<file path="src/lsu_pkg.sv">
// Shared sizes, access-size codes and types for the load/store unit
// Referenced by scoped name from every RTL file of the unit

package lsu_pkg;

  //////////////////////////////////////////////////////////////////////
  // Widths
  //////////////////////////////////////////////////////////////////////

  // Data and address width
  localparam int unsigned XLEN   = 32;
  // One enable per byte lane
  localparam int unsigned BE_W   = 4;
  // Byte offset inside a word
  localparam int unsigned OFS_W  = 2;
  localparam int unsigned SIZE_W = 2;

  // Access-size codes as seen on ex_size_i
  localparam logic [SIZE_W-1:0] SIZE_BYTE = 2'd0;
  localparam logic [SIZE_W-1:0] SIZE_HALF = 2'd1;
  localparam logic [SIZE_W-1:0] SIZE_WORD = 2'd2;

  //////////////////////////////////////////////////////////////////////
  // Outstanding transactions
  //////////////////////////////////////////////////////////////////////

  localparam int unsigned CNT_W = 2;
  // Two bus transactions in flight at most
  localparam logic [CNT_W-1:0] DEPTH = 2'd2;

  // Bus word, decoded by byte for byte loads and by halfword for
  // halfword loads
  typedef union packed {
    logic [3:0][7:0]  bytes;
    logic [1:0][15:0] halves;
  } lsu_word_u;

endpackage

</file>
<file path="src/lsu_ctrl.sv">
// Control of the load/store unit: split detection, outstanding counter,
// execute and bus handshakes, write-back strobe, busy and interruptible
`timescale 1ns/10ps

module lsu_ctrl (
  input  logic                        clk,
  input  logic                        rst_n,
  // Execute side
  input  logic                        ex_valid_i,
  input  logic [lsu_pkg::SIZE_W-1:0]  ex_size_i,
  input  logic [lsu_pkg::OFS_W-1:0]   ex_addr_ofs_i,
  output logic                        ex_ready_o,
  output logic                        split_o,
  // Bus side
  output logic                        data_req_o,
  input  logic                        data_gnt_i,
  input  logic                        data_rvalid_i,
  // Datapath control
  input  logic                        last_q_i,
  output logic                        phase_update_o,
  output logic                        split_q_o,
  // Status
  output logic                        wb_valid_o,
  output logic                        busy_o,
  output logic                        interruptible_o
);

  // Outstanding transaction counter
  logic [lsu_pkg::CNT_W-1:0] cnt_q;
  logic [lsu_pkg::CNT_W-1:0] cnt_d;
  logic                      count_up;
  logic                      count_down;

  // Second address phase of a split access in progress
  logic                      split_q;
  // Request raised in an earlier cycle and still not granted
  logic                      req_wait_q;
  logic                      granted;

  //////////////////////////////////////////////////////////////////////
  // Split detection
  //////////////////////////////////////////////////////////////////////

  // Only a first phase can split
  // Words off a word boundary and halfwords at offset 3 cross a word
  always_comb begin
    split_o = 1'b0;
    if (ex_valid_i && !split_q) begin
      if (ex_size_i == lsu_pkg::SIZE_WORD) begin
        split_o = (ex_addr_ofs_i != 2'b00);
      end else if (ex_size_i == lsu_pkg::SIZE_HALF) begin
        split_o = (ex_addr_ofs_i == 2'b11);
      end
    end
  end

  //////////////////////////////////////////////////////////////////////
  // Handshakes
  //////////////////////////////////////////////////////////////////////

  // Request only while a slot is free
  assign data_req_o = ex_valid_i && (cnt_q < lsu_pkg::DEPTH);
  assign granted    = data_req_o && data_gnt_i;

  // One address phase finished, datapath registers move on
  assign phase_update_o = granted;

  // Execute released only after the last address phase
  assign ex_ready_o = granted && !split_o;

  // Write-back on the response of the last part only
  assign wb_valid_o = data_rvalid_i && last_q_i;

  assign split_q_o = split_q;

  // Cleared when execute drops the access, so the next first phase
  // never starts with a stale split flag
  always_ff @(posedge clk or negedge rst_n) begin
    if (!rst_n) begin
      split_q <= 1'b0;
    end else if (!ex_valid_i) begin
      split_q <= 1'b0;
    end else if (phase_update_o) begin
      split_q <= split_o;
    end
  end

  //////////////////////////////////////////////////////////////////////
  // Outstanding counter
  //////////////////////////////////////////////////////////////////////

  // Up on grant, down on response, both may happen together
  assign count_up   = granted;
  assign count_down = data_rvalid_i;

  always_comb begin
    unique case ({count_up, count_down})
      2'b10:   cnt_d = cnt_q + 2'd1;
      2'b01:   cnt_d = cnt_q - 2'd1;
      default: cnt_d = cnt_q;
    endcase
  end

  always_ff @(posedge clk or negedge rst_n) begin
    if (!rst_n) begin
      cnt_q <= '0;
    end else begin
      cnt_q <= cnt_d;
    end
  end

  //////////////////////////////////////////////////////////////////////
  // Status
  //////////////////////////////////////////////////////////////////////

  // A raised request may not be withdrawn, so a request that already
  // waited a cycle blocks interrupts until its grant
  always_ff @(posedge clk or negedge rst_n) begin
    if (!rst_n) begin
      req_wait_q <= 1'b0;
    end else if (phase_update_o) begin
      req_wait_q <= 1'b0;
    end else if (data_req_o) begin
      req_wait_q <= 1'b1;
    end
  end

  // Interruptible only with no bus activity committed
  assign interruptible_o = !req_wait_q && (cnt_q == '0);

  // Busy with a request on the bus or responses still due
  assign busy_o = data_req_o || req_wait_q || (cnt_q != '0);

endmodule

</file>
<file path="src/lsu_req_align.sv">
// Address phase datapath: address sum, byte enables and write-data lanes,
// plus the per-phase info registers consumed at response time
`timescale 1ns/10ps

module lsu_req_align (
  input  logic                        clk,
  input  logic                        rst_n,
  // Execute side
  input  logic                        ex_we_i,
  input  logic [lsu_pkg::SIZE_W-1:0]  ex_size_i,
  input  logic                        ex_sext_i,
  input  logic [lsu_pkg::XLEN-1:0]    ex_op_a_i,
  input  logic [lsu_pkg::XLEN-1:0]    ex_op_b_i,
  input  logic [lsu_pkg::XLEN-1:0]    ex_wdata_i,
  // From control
  input  logic                        split_q_i,
  input  logic                        phase_update_i,
  input  logic                        split_i,
  output logic [lsu_pkg::OFS_W-1:0]   ex_addr_ofs_o,
  // Bus request
  output logic [lsu_pkg::XLEN-1:0]    data_addr_o,
  output logic                        data_we_o,
  output logic [lsu_pkg::BE_W-1:0]    data_be_o,
  output logic [lsu_pkg::XLEN-1:0]    data_wdata_o,
  // Write-back info, one phase behind
  output logic [lsu_pkg::SIZE_W-1:0]  wb_size_o,
  output logic                        wb_sext_o,
  output logic                        wb_we_o,
  output logic [lsu_pkg::OFS_W-1:0]   wb_ofs_o,
  output logic                        last_q_o
);

  logic [lsu_pkg::XLEN-1:0]  addr;
  logic [lsu_pkg::OFS_W-1:0] ofs;

  // Effective address
  assign addr          = ex_op_a_i + ex_op_b_i;
  assign ofs           = addr[1:0];
  assign ex_addr_ofs_o = ofs;

  // Second phase goes to the next word, starting at lane 0
  assign data_addr_o = split_q_i ? ({addr[31:2], 2'b00} + 32'd4) : addr;
  assign data_we_o   = ex_we_i;

  //////////////////////////////////////////////////////////////////////
  // Byte enables
  //////////////////////////////////////////////////////////////////////

  always_comb begin
    if (ex_size_i == lsu_pkg::SIZE_BYTE) begin
      data_be_o = 4'b0001 << ofs;
    end else if (ex_size_i == lsu_pkg::SIZE_HALF) begin
      if (split_q_i) begin
        // Upper byte of a halfword at offset 3
        data_be_o = 4'b0001;
      end else begin
        // Offset 3 keeps only lane 3 here
        data_be_o = 4'b0011 << ofs;
      end
    end else begin
      if (split_q_i) begin
        // Remaining low lanes of the next word
        data_be_o = ~(4'b1111 << ofs);
      end else begin
        data_be_o = 4'b1111 << ofs;
      end
    end
  end

  // Rotate write data so byte 0 lands on the lane of the offset
  // Bytes that wrapped around are used by the second phase
  always_comb begin
    case (ofs)
      2'b00: data_wdata_o = ex_wdata_i;
      2'b01: data_wdata_o = {ex_wdata_i[23:0], ex_wdata_i[31:24]};
      2'b10: data_wdata_o = {ex_wdata_i[15:0], ex_wdata_i[31:16]};
      default: data_wdata_o = {ex_wdata_i[7:0], ex_wdata_i[31:8]};
    endcase
  end

  //////////////////////////////////////////////////////////////////////
  // Response-time info
  //////////////////////////////////////////////////////////////////////

  // Captured on each granted phase; first part of a split is not last
  always_ff @(posedge clk or negedge rst_n) begin
    if (!rst_n) begin
      wb_size_o <= lsu_pkg::SIZE_BYTE;
      wb_sext_o <= 1'b0;
      wb_we_o   <= 1'b0;
      wb_ofs_o  <= '0;
      last_q_o  <= 1'b0;
    end else if (phase_update_i) begin
      wb_size_o <= ex_size_i;
      wb_sext_o <= ex_sext_i;
      wb_we_o   <= ex_we_i;
      wb_ofs_o  <= ofs;
      last_q_o  <= !split_i;
    end
  end

endmodule

</file>
<file path="src/lsu_rdata_align.sv">
// Response datapath: lane selection, split reassembly and sign extension
// Result is combinational to wb_rdata_o in the response cycle
`timescale 1ns/10ps

module lsu_rdata_align (
  input  logic                        clk,
  input  logic                        rst_n,
  // Bus response
  input  logic                        data_rvalid_i,
  input  logic [lsu_pkg::XLEN-1:0]    data_rdata_i,
  input  logic                        data_err_i,
  // Info of the phase being answered
  input  logic [lsu_pkg::SIZE_W-1:0]  wb_size_i,
  input  logic                        wb_sext_i,
  input  logic                        wb_we_i,
  input  logic [lsu_pkg::OFS_W-1:0]   wb_ofs_i,
  input  logic                        last_q_i,
  // Write-back
  output logic [lsu_pkg::XLEN-1:0]    wb_rdata_o,
  output logic                        wb_err_o
);

  // Current bus word and the word held from the previous response
  lsu_pkg::lsu_word_u       rword;
  lsu_pkg::lsu_word_u       held_q;

  logic [7:0]               byte_sel;
  logic [15:0]              half_sel;
  logic [lsu_pkg::XLEN-1:0] word_sel;
  logic [lsu_pkg::XLEN-1:0] rdata_ext;
  // Error seen on the first part of a split access
  logic                     err_q;

  assign rword = data_rdata_i;

  //////////////////////////////////////////////////////////////////////
  // Lane selection
  //////////////////////////////////////////////////////////////////////

  assign byte_sel = rword.bytes[wb_ofs_i];

  // Offset 3 takes its low byte from the held first half
  always_comb begin
    case (wb_ofs_i)
      2'b00: half_sel = rword.halves[0];
      2'b01: half_sel = {rword.bytes[2], rword.bytes[1]};
      2'b10: half_sel = rword.halves[1];
      default: half_sel = {rword.bytes[0], held_q.bytes[3]};
    endcase
  end

  // Split words: upper lanes of the held word, then low lanes of this one
  always_comb begin
    case (wb_ofs_i)
      2'b00: word_sel = rword;
      2'b01: word_sel = {rword.bytes[0], held_q.bytes[3], held_q.bytes[2],
                         held_q.bytes[1]};
      2'b10: word_sel = {rword.halves[0], held_q.halves[1]};
      default: word_sel = {rword.bytes[2], rword.bytes[1], rword.bytes[0],
                           held_q.bytes[3]};
    endcase
  end

  // Sign or zero extension by size
  always_comb begin
    if (wb_size_i == lsu_pkg::SIZE_BYTE) begin
      rdata_ext = {{24{wb_sext_i & byte_sel[7]}}, byte_sel};
    end else if (wb_size_i == lsu_pkg::SIZE_HALF) begin
      rdata_ext = {{16{wb_sext_i & half_sel[15]}}, half_sel};
    end else begin
      rdata_ext = word_sel;
    end
  end

  assign wb_rdata_o = rdata_ext;

  //////////////////////////////////////////////////////////////////////
  // Held word
  //////////////////////////////////////////////////////////////////////

  // First part keeps the raw word for reassembly
  // Last part keeps the extended result
  always_ff @(posedge clk or negedge rst_n) begin
    if (!rst_n) begin
      held_q <= '0;
    end else if (data_rvalid_i && !wb_we_i) begin
      if (last_q_i) begin
        held_q <= rdata_ext;
      end else begin
        held_q <= rword;
      end
    end
  end

  // First-part error carried to the single write-back of the access
  always_ff @(posedge clk or negedge rst_n) begin
    if (!rst_n) begin
      err_q <= 1'b0;
    end else if (data_rvalid_i) begin
      err_q <= last_q_i ? 1'b0 : data_err_i;
    end
  end

  assign wb_err_o = data_err_i || err_q;

endmodule

</file>
<file path="src/lsu_top.sv">
// Load/store unit top level
// Connects the control block to the request and response datapaths
`timescale 1ns/10ps

module lsu_top (
  input  logic                        clk,
  input  logic                        rst_n,
  // Execute side
  input  logic                        ex_valid_i,
  input  logic                        ex_we_i,
  input  logic [lsu_pkg::SIZE_W-1:0]  ex_size_i,
  input  logic                        ex_sext_i,
  input  logic [lsu_pkg::XLEN-1:0]    ex_op_a_i,
  input  logic [lsu_pkg::XLEN-1:0]    ex_op_b_i,
  input  logic [lsu_pkg::XLEN-1:0]    ex_wdata_i,
  output logic                        ex_ready_o,
  output logic                        split_o,
  // Bus side
  output logic                        data_req_o,
  output logic [lsu_pkg::XLEN-1:0]    data_addr_o,
  output logic                        data_we_o,
  output logic [lsu_pkg::BE_W-1:0]    data_be_o,
  output logic [lsu_pkg::XLEN-1:0]    data_wdata_o,
  input  logic                        data_gnt_i,
  input  logic                        data_rvalid_i,
  input  logic [lsu_pkg::XLEN-1:0]    data_rdata_i,
  input  logic                        data_err_i,
  // Write-back side
  output logic                        wb_valid_o,
  output logic [lsu_pkg::XLEN-1:0]    wb_rdata_o,
  output logic                        wb_err_o,
  // Status
  output logic                        busy_o,
  output logic                        interruptible_o
);

  logic                       split_q;
  logic                       phase_update;
  logic [lsu_pkg::OFS_W-1:0]  ex_addr_ofs;
  logic [lsu_pkg::SIZE_W-1:0] wb_size;
  logic                       wb_sext;
  logic                       wb_we;
  logic [lsu_pkg::OFS_W-1:0]  wb_ofs;
  logic                       last_q;

  lsu_ctrl ctrl_i (
    .clk             (clk),
    .rst_n           (rst_n),
    .ex_valid_i      (ex_valid_i),
    .ex_size_i       (ex_size_i),
    .ex_addr_ofs_i   (ex_addr_ofs),
    .ex_ready_o      (ex_ready_o),
    .split_o         (split_o),
    .data_req_o      (data_req_o),
    .data_gnt_i      (data_gnt_i),
    .data_rvalid_i   (data_rvalid_i),
    .last_q_i        (last_q),
    .phase_update_o  (phase_update),
    .split_q_o       (split_q),
    .wb_valid_o      (wb_valid_o),
    .busy_o          (busy_o),
    .interruptible_o (interruptible_o)
  );

  lsu_req_align req_align_i (
    .clk            (clk),
    .rst_n          (rst_n),
    .ex_we_i        (ex_we_i),
    .ex_size_i      (ex_size_i),
    .ex_sext_i      (ex_sext_i),
    .ex_op_a_i      (ex_op_a_i),
    .ex_op_b_i      (ex_op_b_i),
    .ex_wdata_i     (ex_wdata_i),
    .split_q_i      (split_q),
    .phase_update_i (phase_update),
    .split_i        (split_o),
    .ex_addr_ofs_o  (ex_addr_ofs),
    .data_addr_o    (data_addr_o),
    .data_we_o      (data_we_o),
    .data_be_o      (data_be_o),
    .data_wdata_o   (data_wdata_o),
    .wb_size_o      (wb_size),
    .wb_sext_o      (wb_sext),
    .wb_we_o        (wb_we),
    .wb_ofs_o       (wb_ofs),
    .last_q_o       (last_q)
  );

  lsu_rdata_align rdata_align_i (
    .clk           (clk),
    .rst_n         (rst_n),
    .data_rvalid_i (data_rvalid_i),
    .data_rdata_i  (data_rdata_i),
    .data_err_i    (data_err_i),
    .wb_size_i     (wb_size),
    .wb_sext_i     (wb_sext),
    .wb_we_i       (wb_we),
    .wb_ofs_i      (wb_ofs),
    .last_q_i      (last_q),
    .wb_rdata_o    (wb_rdata_o),
    .wb_err_o      (wb_err_o)
  );

endmodule

</file>
<file path="config.mk">
export PLATFORM = sky130hd
export DESIGN_NAME = lsu_top
export DESIGN_NICKNAME = d
export VERILOG_FILES = /design/src/lsu_pkg.sv /design/src/lsu_ctrl.sv /design/src/lsu_req_align.sv /design/src/lsu_rdata_align.sv /design/src/lsu_top.sv
export SDC_FILE = /design/constraint.sdc
export NUM_CORES = 1
export LEC_CHECK = 0
export ABC_CLOCK_PERIOD_IN_PS = 4900
export CAP_MARGIN = 30
export CORE_ASPECT_RATIO = 0.6
export CORE_MARGIN = 1.5
export CORE_UTILIZATION = 54
export DETAILED_ROUTE_END_ITERATION = 16
export DONT_BUFFER_PORTS = 1
export PLACE_DENSITY = 0.79
export REMOVE_ABC_BUFFERS = 1
export SETUP_SLACK_MARGIN = 0.15
export SLEW_MARGIN = 5
export SYNTH_ARGS = -nofsm -noshare
export SYNTH_HDL_FRONTEND = slang
export SYNTH_SLANG_ARGS = --single-unit
</file>
<file path="constraint.sdc">
create_clock -name clk -period 4.9 [get_ports clk]
set_input_delay 0.98 -clock clk [delete_from_list [all_inputs] [get_ports clk]]
set_output_delay 0.98 -clock clk [all_outputs]
set_load 0.01 [all_outputs]
</file>
-- Word-level counts from Yosys, hierarchy flattened
Cells that the tools add are included.
- add/sub/neg operators: 4
- multiply operators: 0
- div/mod/pow operators: 0
- magnitude comparators: 2
- equal/unequal tests: 11
- shifts and indexed selects: 3
- mux-type cells: 22
- bitwise logic cells: 3
- reduce and logical (&&, ||, !) cells: 23
- operators by type and width (operator ; count):
    one-hot mux 32 bit (3 select lines) ; 2
    two-way mux 32 bit ; 4
    one-hot mux 16 bit (3 select lines) ; 1
    adder 32 x 3 -> 32 bit (second input constant) ; 1
    adder 32 bit ; 1
    binary-select mux 8 bit (select 2 bit) ; 1
    two-way mux 4 bit ; 4
    == test 2 x 1 -> 1 bit (second input constant) ; 5
    == test 2 bit (second input constant) ; 5
    zero test 2 bit ; 5
    two-way mux 1 bit ; 8
    two-way mux 8 bit ; 1
    nonzero test 2 bit ; 4
    logical AND 1 bit ; 7
    zero test 1 bit ; 4
    NOT 4 bit ; 1
    one-hot mux 2 bit (2 select lines) ; 1
    << shifter 1 x 2 -> 4 bit (first input constant) ; 1
    << shifter 2 x 2 -> 4 bit (first input constant) ; 1
    << shifter 4 x 2 -> 4 bit (first input constant) ; 1
    logical OR 1 bit ; 3
    less-than comparator 2 x 3 -> 1 bit (second input constant) ; 1
    adder 2 x 1 -> 2 bit (second input constant) ; 1
    bitwise AND 1 bit ; 2
    other kinds (3) ; 3
- register bits: 44
- bits in latches: 0
- RAM bits: 0
- bits in read-only memories: 0
- input bits: 138
- output and inout bits: 108
- memories: 0

-- Depth between registers and ports, before layout
- word-level depth: 7
- gate-level depth with buffers: 13

-- Cells and area by module
From an unflattened synthesis, not the netlist that was laid out.
- cells, all modules: 929
- area, all modules: 7216.9 um2
- modules (own cells, without submodules) (module ; instances ; cells each ; area an instance (um2)):
    lsu_req_align ; 1 ; 551 ; 4117.7
    lsu_rdata_align ; 1 ; 348 ; 2829.0
    lsu_ctrl ; 1 ; 30 ; 270.3

-- Worst setup path after synthesis
Ideal clock, no wire load.
- path kind: input-to-output
- start: input port ex_op_a_i[0] in the netlist's numbering
- end: output port data_addr_o[29] in the netlist's numbering
- data arrival time: 3.874 ns
- required time: 3.920 ns
- setup slack: 0.046 ns
- cell stages on the path: 11
- cell sequence: ha_1 fa_1 xor2_2 or4b_1 a211oi_2 nand3_2 nor4b_4 nand3_2 nor4_4 nand4_1 xnor2_1
- word-level cells in the longest chain between the ends: 3
- RTL lines (element ; RTL line ; text):
    start: declaration ; lsu_top.sv:13 ; input logic [lsu_pkg::XLEN-1:0] ex_op_a_i,
    adder 32 bit * ; lsu_req_align.sv:37 ; assign addr = ex_op_a_i + ex_op_b_i;
    adder 32 x 3 -> 32 bit ; lsu_req_align.sv:42 ; assign data_addr_o = split_q_i ? ({addr[31:2], 2'b00} + 32'd4) : addr;
    two-way mux 32 bit * ; lsu_req_align.sv:42 ;
    end: declaration ; lsu_top.sv:20 ; output logic [lsu_pkg::XLEN-1:0] data_addr_o,
Mark *: on every way between the ends. The rest lies on a longest branch, timed or not.

-- Worst setup path in the final report
- start: input port ex_op_b_i[0] in the netlist's numbering
- end: output port data_addr_o[21] in the netlist's numbering
- word-level cells in the longest chain between the ends: 3
- RTL lines (element ; RTL line ; text):
    start: declaration ; lsu_top.sv:14 ; input logic [lsu_pkg::XLEN-1:0] ex_op_b_i,
    adder 32 bit * ; lsu_req_align.sv:37 ;
    adder 32 x 3 -> 32 bit ; lsu_req_align.sv:42 ;
    two-way mux 32 bit * ; lsu_req_align.sv:42 ;
Marked as above.

==> qor.yml <==
outcome:
  outcome: "finished, violations left"
  violations: "setup timing"
critical_path:
  endpoint_kind: "output port"
  worstPathArrival_ns: 4.08
  setup.worst_path.class: "in -> out"
  critPathLaunch: "ex_op_b_i[0]"
  endpoint: "data_addr_o[21]"
  rrSetupSlack_ns: 2.12
  ff2ff_path_depth: 7
  start_kind: "input port"
  r2r-start: "req_align_i.wb_ofs_o[1]"
  crit_fanout: 3
  r2r-end: "rdata_align_i.held_q[15]"
  required_ns: 3.92
timing:
  rsz0062_at_grt: "yes"
  finalCritPeriodShare_pct: 103
  final_hold_viol_count: 0
  max_freq_mhz: 198
  tightest_slew_ns: 0.895
  fin_skew_ns: 0.0118
  finalMaxSlewViolations: 0
  finalSetupViolCount: 12
  fin_tns_setup_ns: -1.19
  slew_headroom_pct: 40.4
  layout_setup_ws_ns: -0.160
  fin_crit_ns: 5.06
flow_run:
  cap_violations: 0
synth:
  synth_enable_flop_cells: 0
  syn_inst: 920
  syn_avg_cell_area_um2: 7.20
  ys_ff_latch: 36
  syn-cell-area_mm2: 0.00662
  yosysWarnings: 0
  synth_top_area_share_pct: 13.6
  yosysTopAreaCell: "dfrtp_1"
  synth_ff_type: "dfrtp_1"
  seq_area_frac_synth_pct: 13.6
  ys_types: 76
  synth-async-reset-ratio_pct: 100
  ys_top_cells_by_area: "dfrtp_1 14%, ha_1 7.6%, nand2_1 6.9%"
pwr:
  peakVddDrop_v: 0.000337
  netSwitchingPower_mw: 1.80
  power_density_mw_per_mm2: 442
  power_frac_seq_pct: 18.5
  p_total_mw: 3.40
  pwr-share-comb_pct: 71.8
  internal_power_mw: 1.59
  leakage_nw: 3.21
  switching_share_pct: 53.1
  pwr-share-clk_pct: 9.6
worst_hold_path:
  hp-class: "in -> async"
drt:
  vias: 7674
  remaining_drc_errors: 0
  routedWlPerCell_um: 20.6
  dr.pass1.iters: 8
  wirelength_mm: 23.0
  dr.first_iter.drc_count: 846
  avgViaCountPerCell: 6.86
  drtAntennaViolNets: 0
finish:
  multi_input_area_mm2: 0.00555
  final_cell_mix: "122 x nand2_1, 101 x buf_4, 91 x a21oi_1"
  seqCellArea_um2: 902
  layout-drive-gt1-share_pct: 18.7
  fillers: 1075
  final_common_cell: "nand2_1"
  layout.nets: 1131
  fin_util_pct: 63.8
  area_delta_synth_final_pct: 15.9
  diodes: 0
cts:
  postCtsHoldBufs: 0
  htreeDepth: 2
  cts_root_buffer: "clkbuf_16"
  cts.clk_slew.worst_paths_ns: 0.06
  cts_tree: "yes"
  clock-sinks: 36
  clk_latency_ns: 0.29
  numCtsBuffers: 5
  clock_path_buffers: 2
global_route:
  grt_pass1_wl_mm: 34.3
  grt_max_degree: 67
  grt_pass1_vias: 6581
  grt_antenna_before_repair: 0
  grt-ovfl-total: 0
  grtUsageTotal_pct: 32.9
placement:
  portBuffers: 0
  dp_hpwl_mm: 17.6
  gp_congestion: 1.01
  dpl_worst_slack_ns: -0.230
floorplanning:
  row_count: 31
  dieArea_mm2: 0.0130
  initial_core_util_pct: 55.1
  die_height_um: 88.8
  core_mm2: 0.0120
  io_pins: 246
  die_w_um: 146
==> area by class of cell <==
class	instances	share of cell area [%]
multi-input combinational	788	72.4
sequential	36	11.8
timing repair buffer	104	10.4
tap	165	2.69
clock buffer	8	1.91
inverter	17	0.832
==> registers in the layout, summed over array words and instances (netlist names) <==
register	count
rdata_align_i.held_q	24
req_align_i.wb_size_o	2
req_align_i.wb_sext_o	1
req_align_i.wb_we_o	1
ctrl_i.req_wait_q	1
req_align_i.last_q_o	1
ctrl_i.cnt_q	2
ctrl_i.split_q_o	1
rdata_align_i.err_q	1
req_align_i.wb_ofs_o	2
==> stage by stage <==
| step | cells | instance area [µm²] | hold WS [ns] |
|---|---|---|---|
| after floorplan | 841 | 6290 | 0.445 |
| after global placement | 1092 | 7160 | 0.462 |
| after detailed placement | 1092 | 7160 | 0.474 |
| after CTS | 1115 | 7600 | 0.380 |
| after global routing | 1118 | 7670 | 0.369 |
| final | 1118 | 7670 | 0.380 |
==> repair_timing <==
item	4_1_cts	5_1_grt
endpoints found under the hold margin	0	0
resized for setup	37	6
endpoints found under the setup margin	16	14
buffers inserted	15	3
pin swaps	27	11
==> critical path, cell delays in order <==
cell and delay (ns):
ha_4 0.15, fa_2 0.37, buf_4 0.14, a21o_2 0.19
a221o_1 0.40, a21boi_1 0.16, buf_4 0.14, o211ai_1 0.13
a221oi_2 0.33, buf_4 0.18, buf_4 0.09, buf_4 0.09
buf_4 0.09, buf_4 0.10, nand2_1 0.06, nor3_2 0.16
xor2_1 0.18, buf_4 0.14
==> power by group through the flow <==
stage / combinational [mW] / clock, mW / sequential, mW
3_3_place_gp: 2.27 / 0 / 0.616
5_1_grt: 2.67 / 0.345 / 0.650
4_1_cts: 2.38 / 0.333 / 0.621
3_5_place_dp: 2.32 / 0 / 0.626
6_report: 2.44 / 0.327 / 0.629
2_1_floorplan: 1.68 / 0 / 0.654
==> cell families after synthesis <==
| kind of cell | synth area share (%) |
|---|---|
| DFF | 13.6 |
| and+or+nand+nor | 23.8 |
| muxes | 8.22 |
| buffers and inverters | 5.97 |
| adders and majority gates | 7.86 |
| xor gates and xnor gates | 7.12 |
| AOI/OAI and AO/OA | 33.4 |
==> metal layers <==
layer  routed length [µm]  GRT usage [%]  vias to the layer above
met2                 9930           50.7                      519
met3                 2830           9.18                       42
met5                    0              0                        -
met4                  416           6.59                        0
li1                     -              -                     3547
met1                 9820           46.3                     3566
==> how the worst min path moves through the flow <==
stage	depth (start not counted)	start	slack, ns	to
2_1_floorplan	2	rdata_align_i.held_q[15]	0.44	rdata_align_i.held_q[15]
3_3_place_gp	2	rdata_align_i.held_q[8]	0.46	rdata_align_i.held_q[8]
3_5_place_dp	2	rdata_align_i.held_q[12]	0.47	rdata_align_i.held_q[12]
4_1_cts	0	rst_n	0.38	rdata_align_i.held_q[24]
5_1_grt	0	rst_n	0.37	rdata_align_i.held_q[16]
6_report	0	rst_n	0.38	rdata_align_i.held_q[16]
==> cells in the mapped netlist (16+ instances only) <==
| library cell | instances |
|---|---|
| clkbuf_1 | 55 |
| xnor2_1 | 35 |
| a21oi_1 | 91 |
| a222oi_1 | 32 |
| inv_1 | 16 |
| nand2_1 | 122 |
| nor2_1 | 61 |
| dfrtp_1 | 36 |
| ha_1 | 40 |
| o21ai_0 | 86 |
| nand3_1 | 47 |
| xor2_1 | 17 |
| o211ai_1 | 22 |
Note: power is estimated with default switching activity, not from simulation.
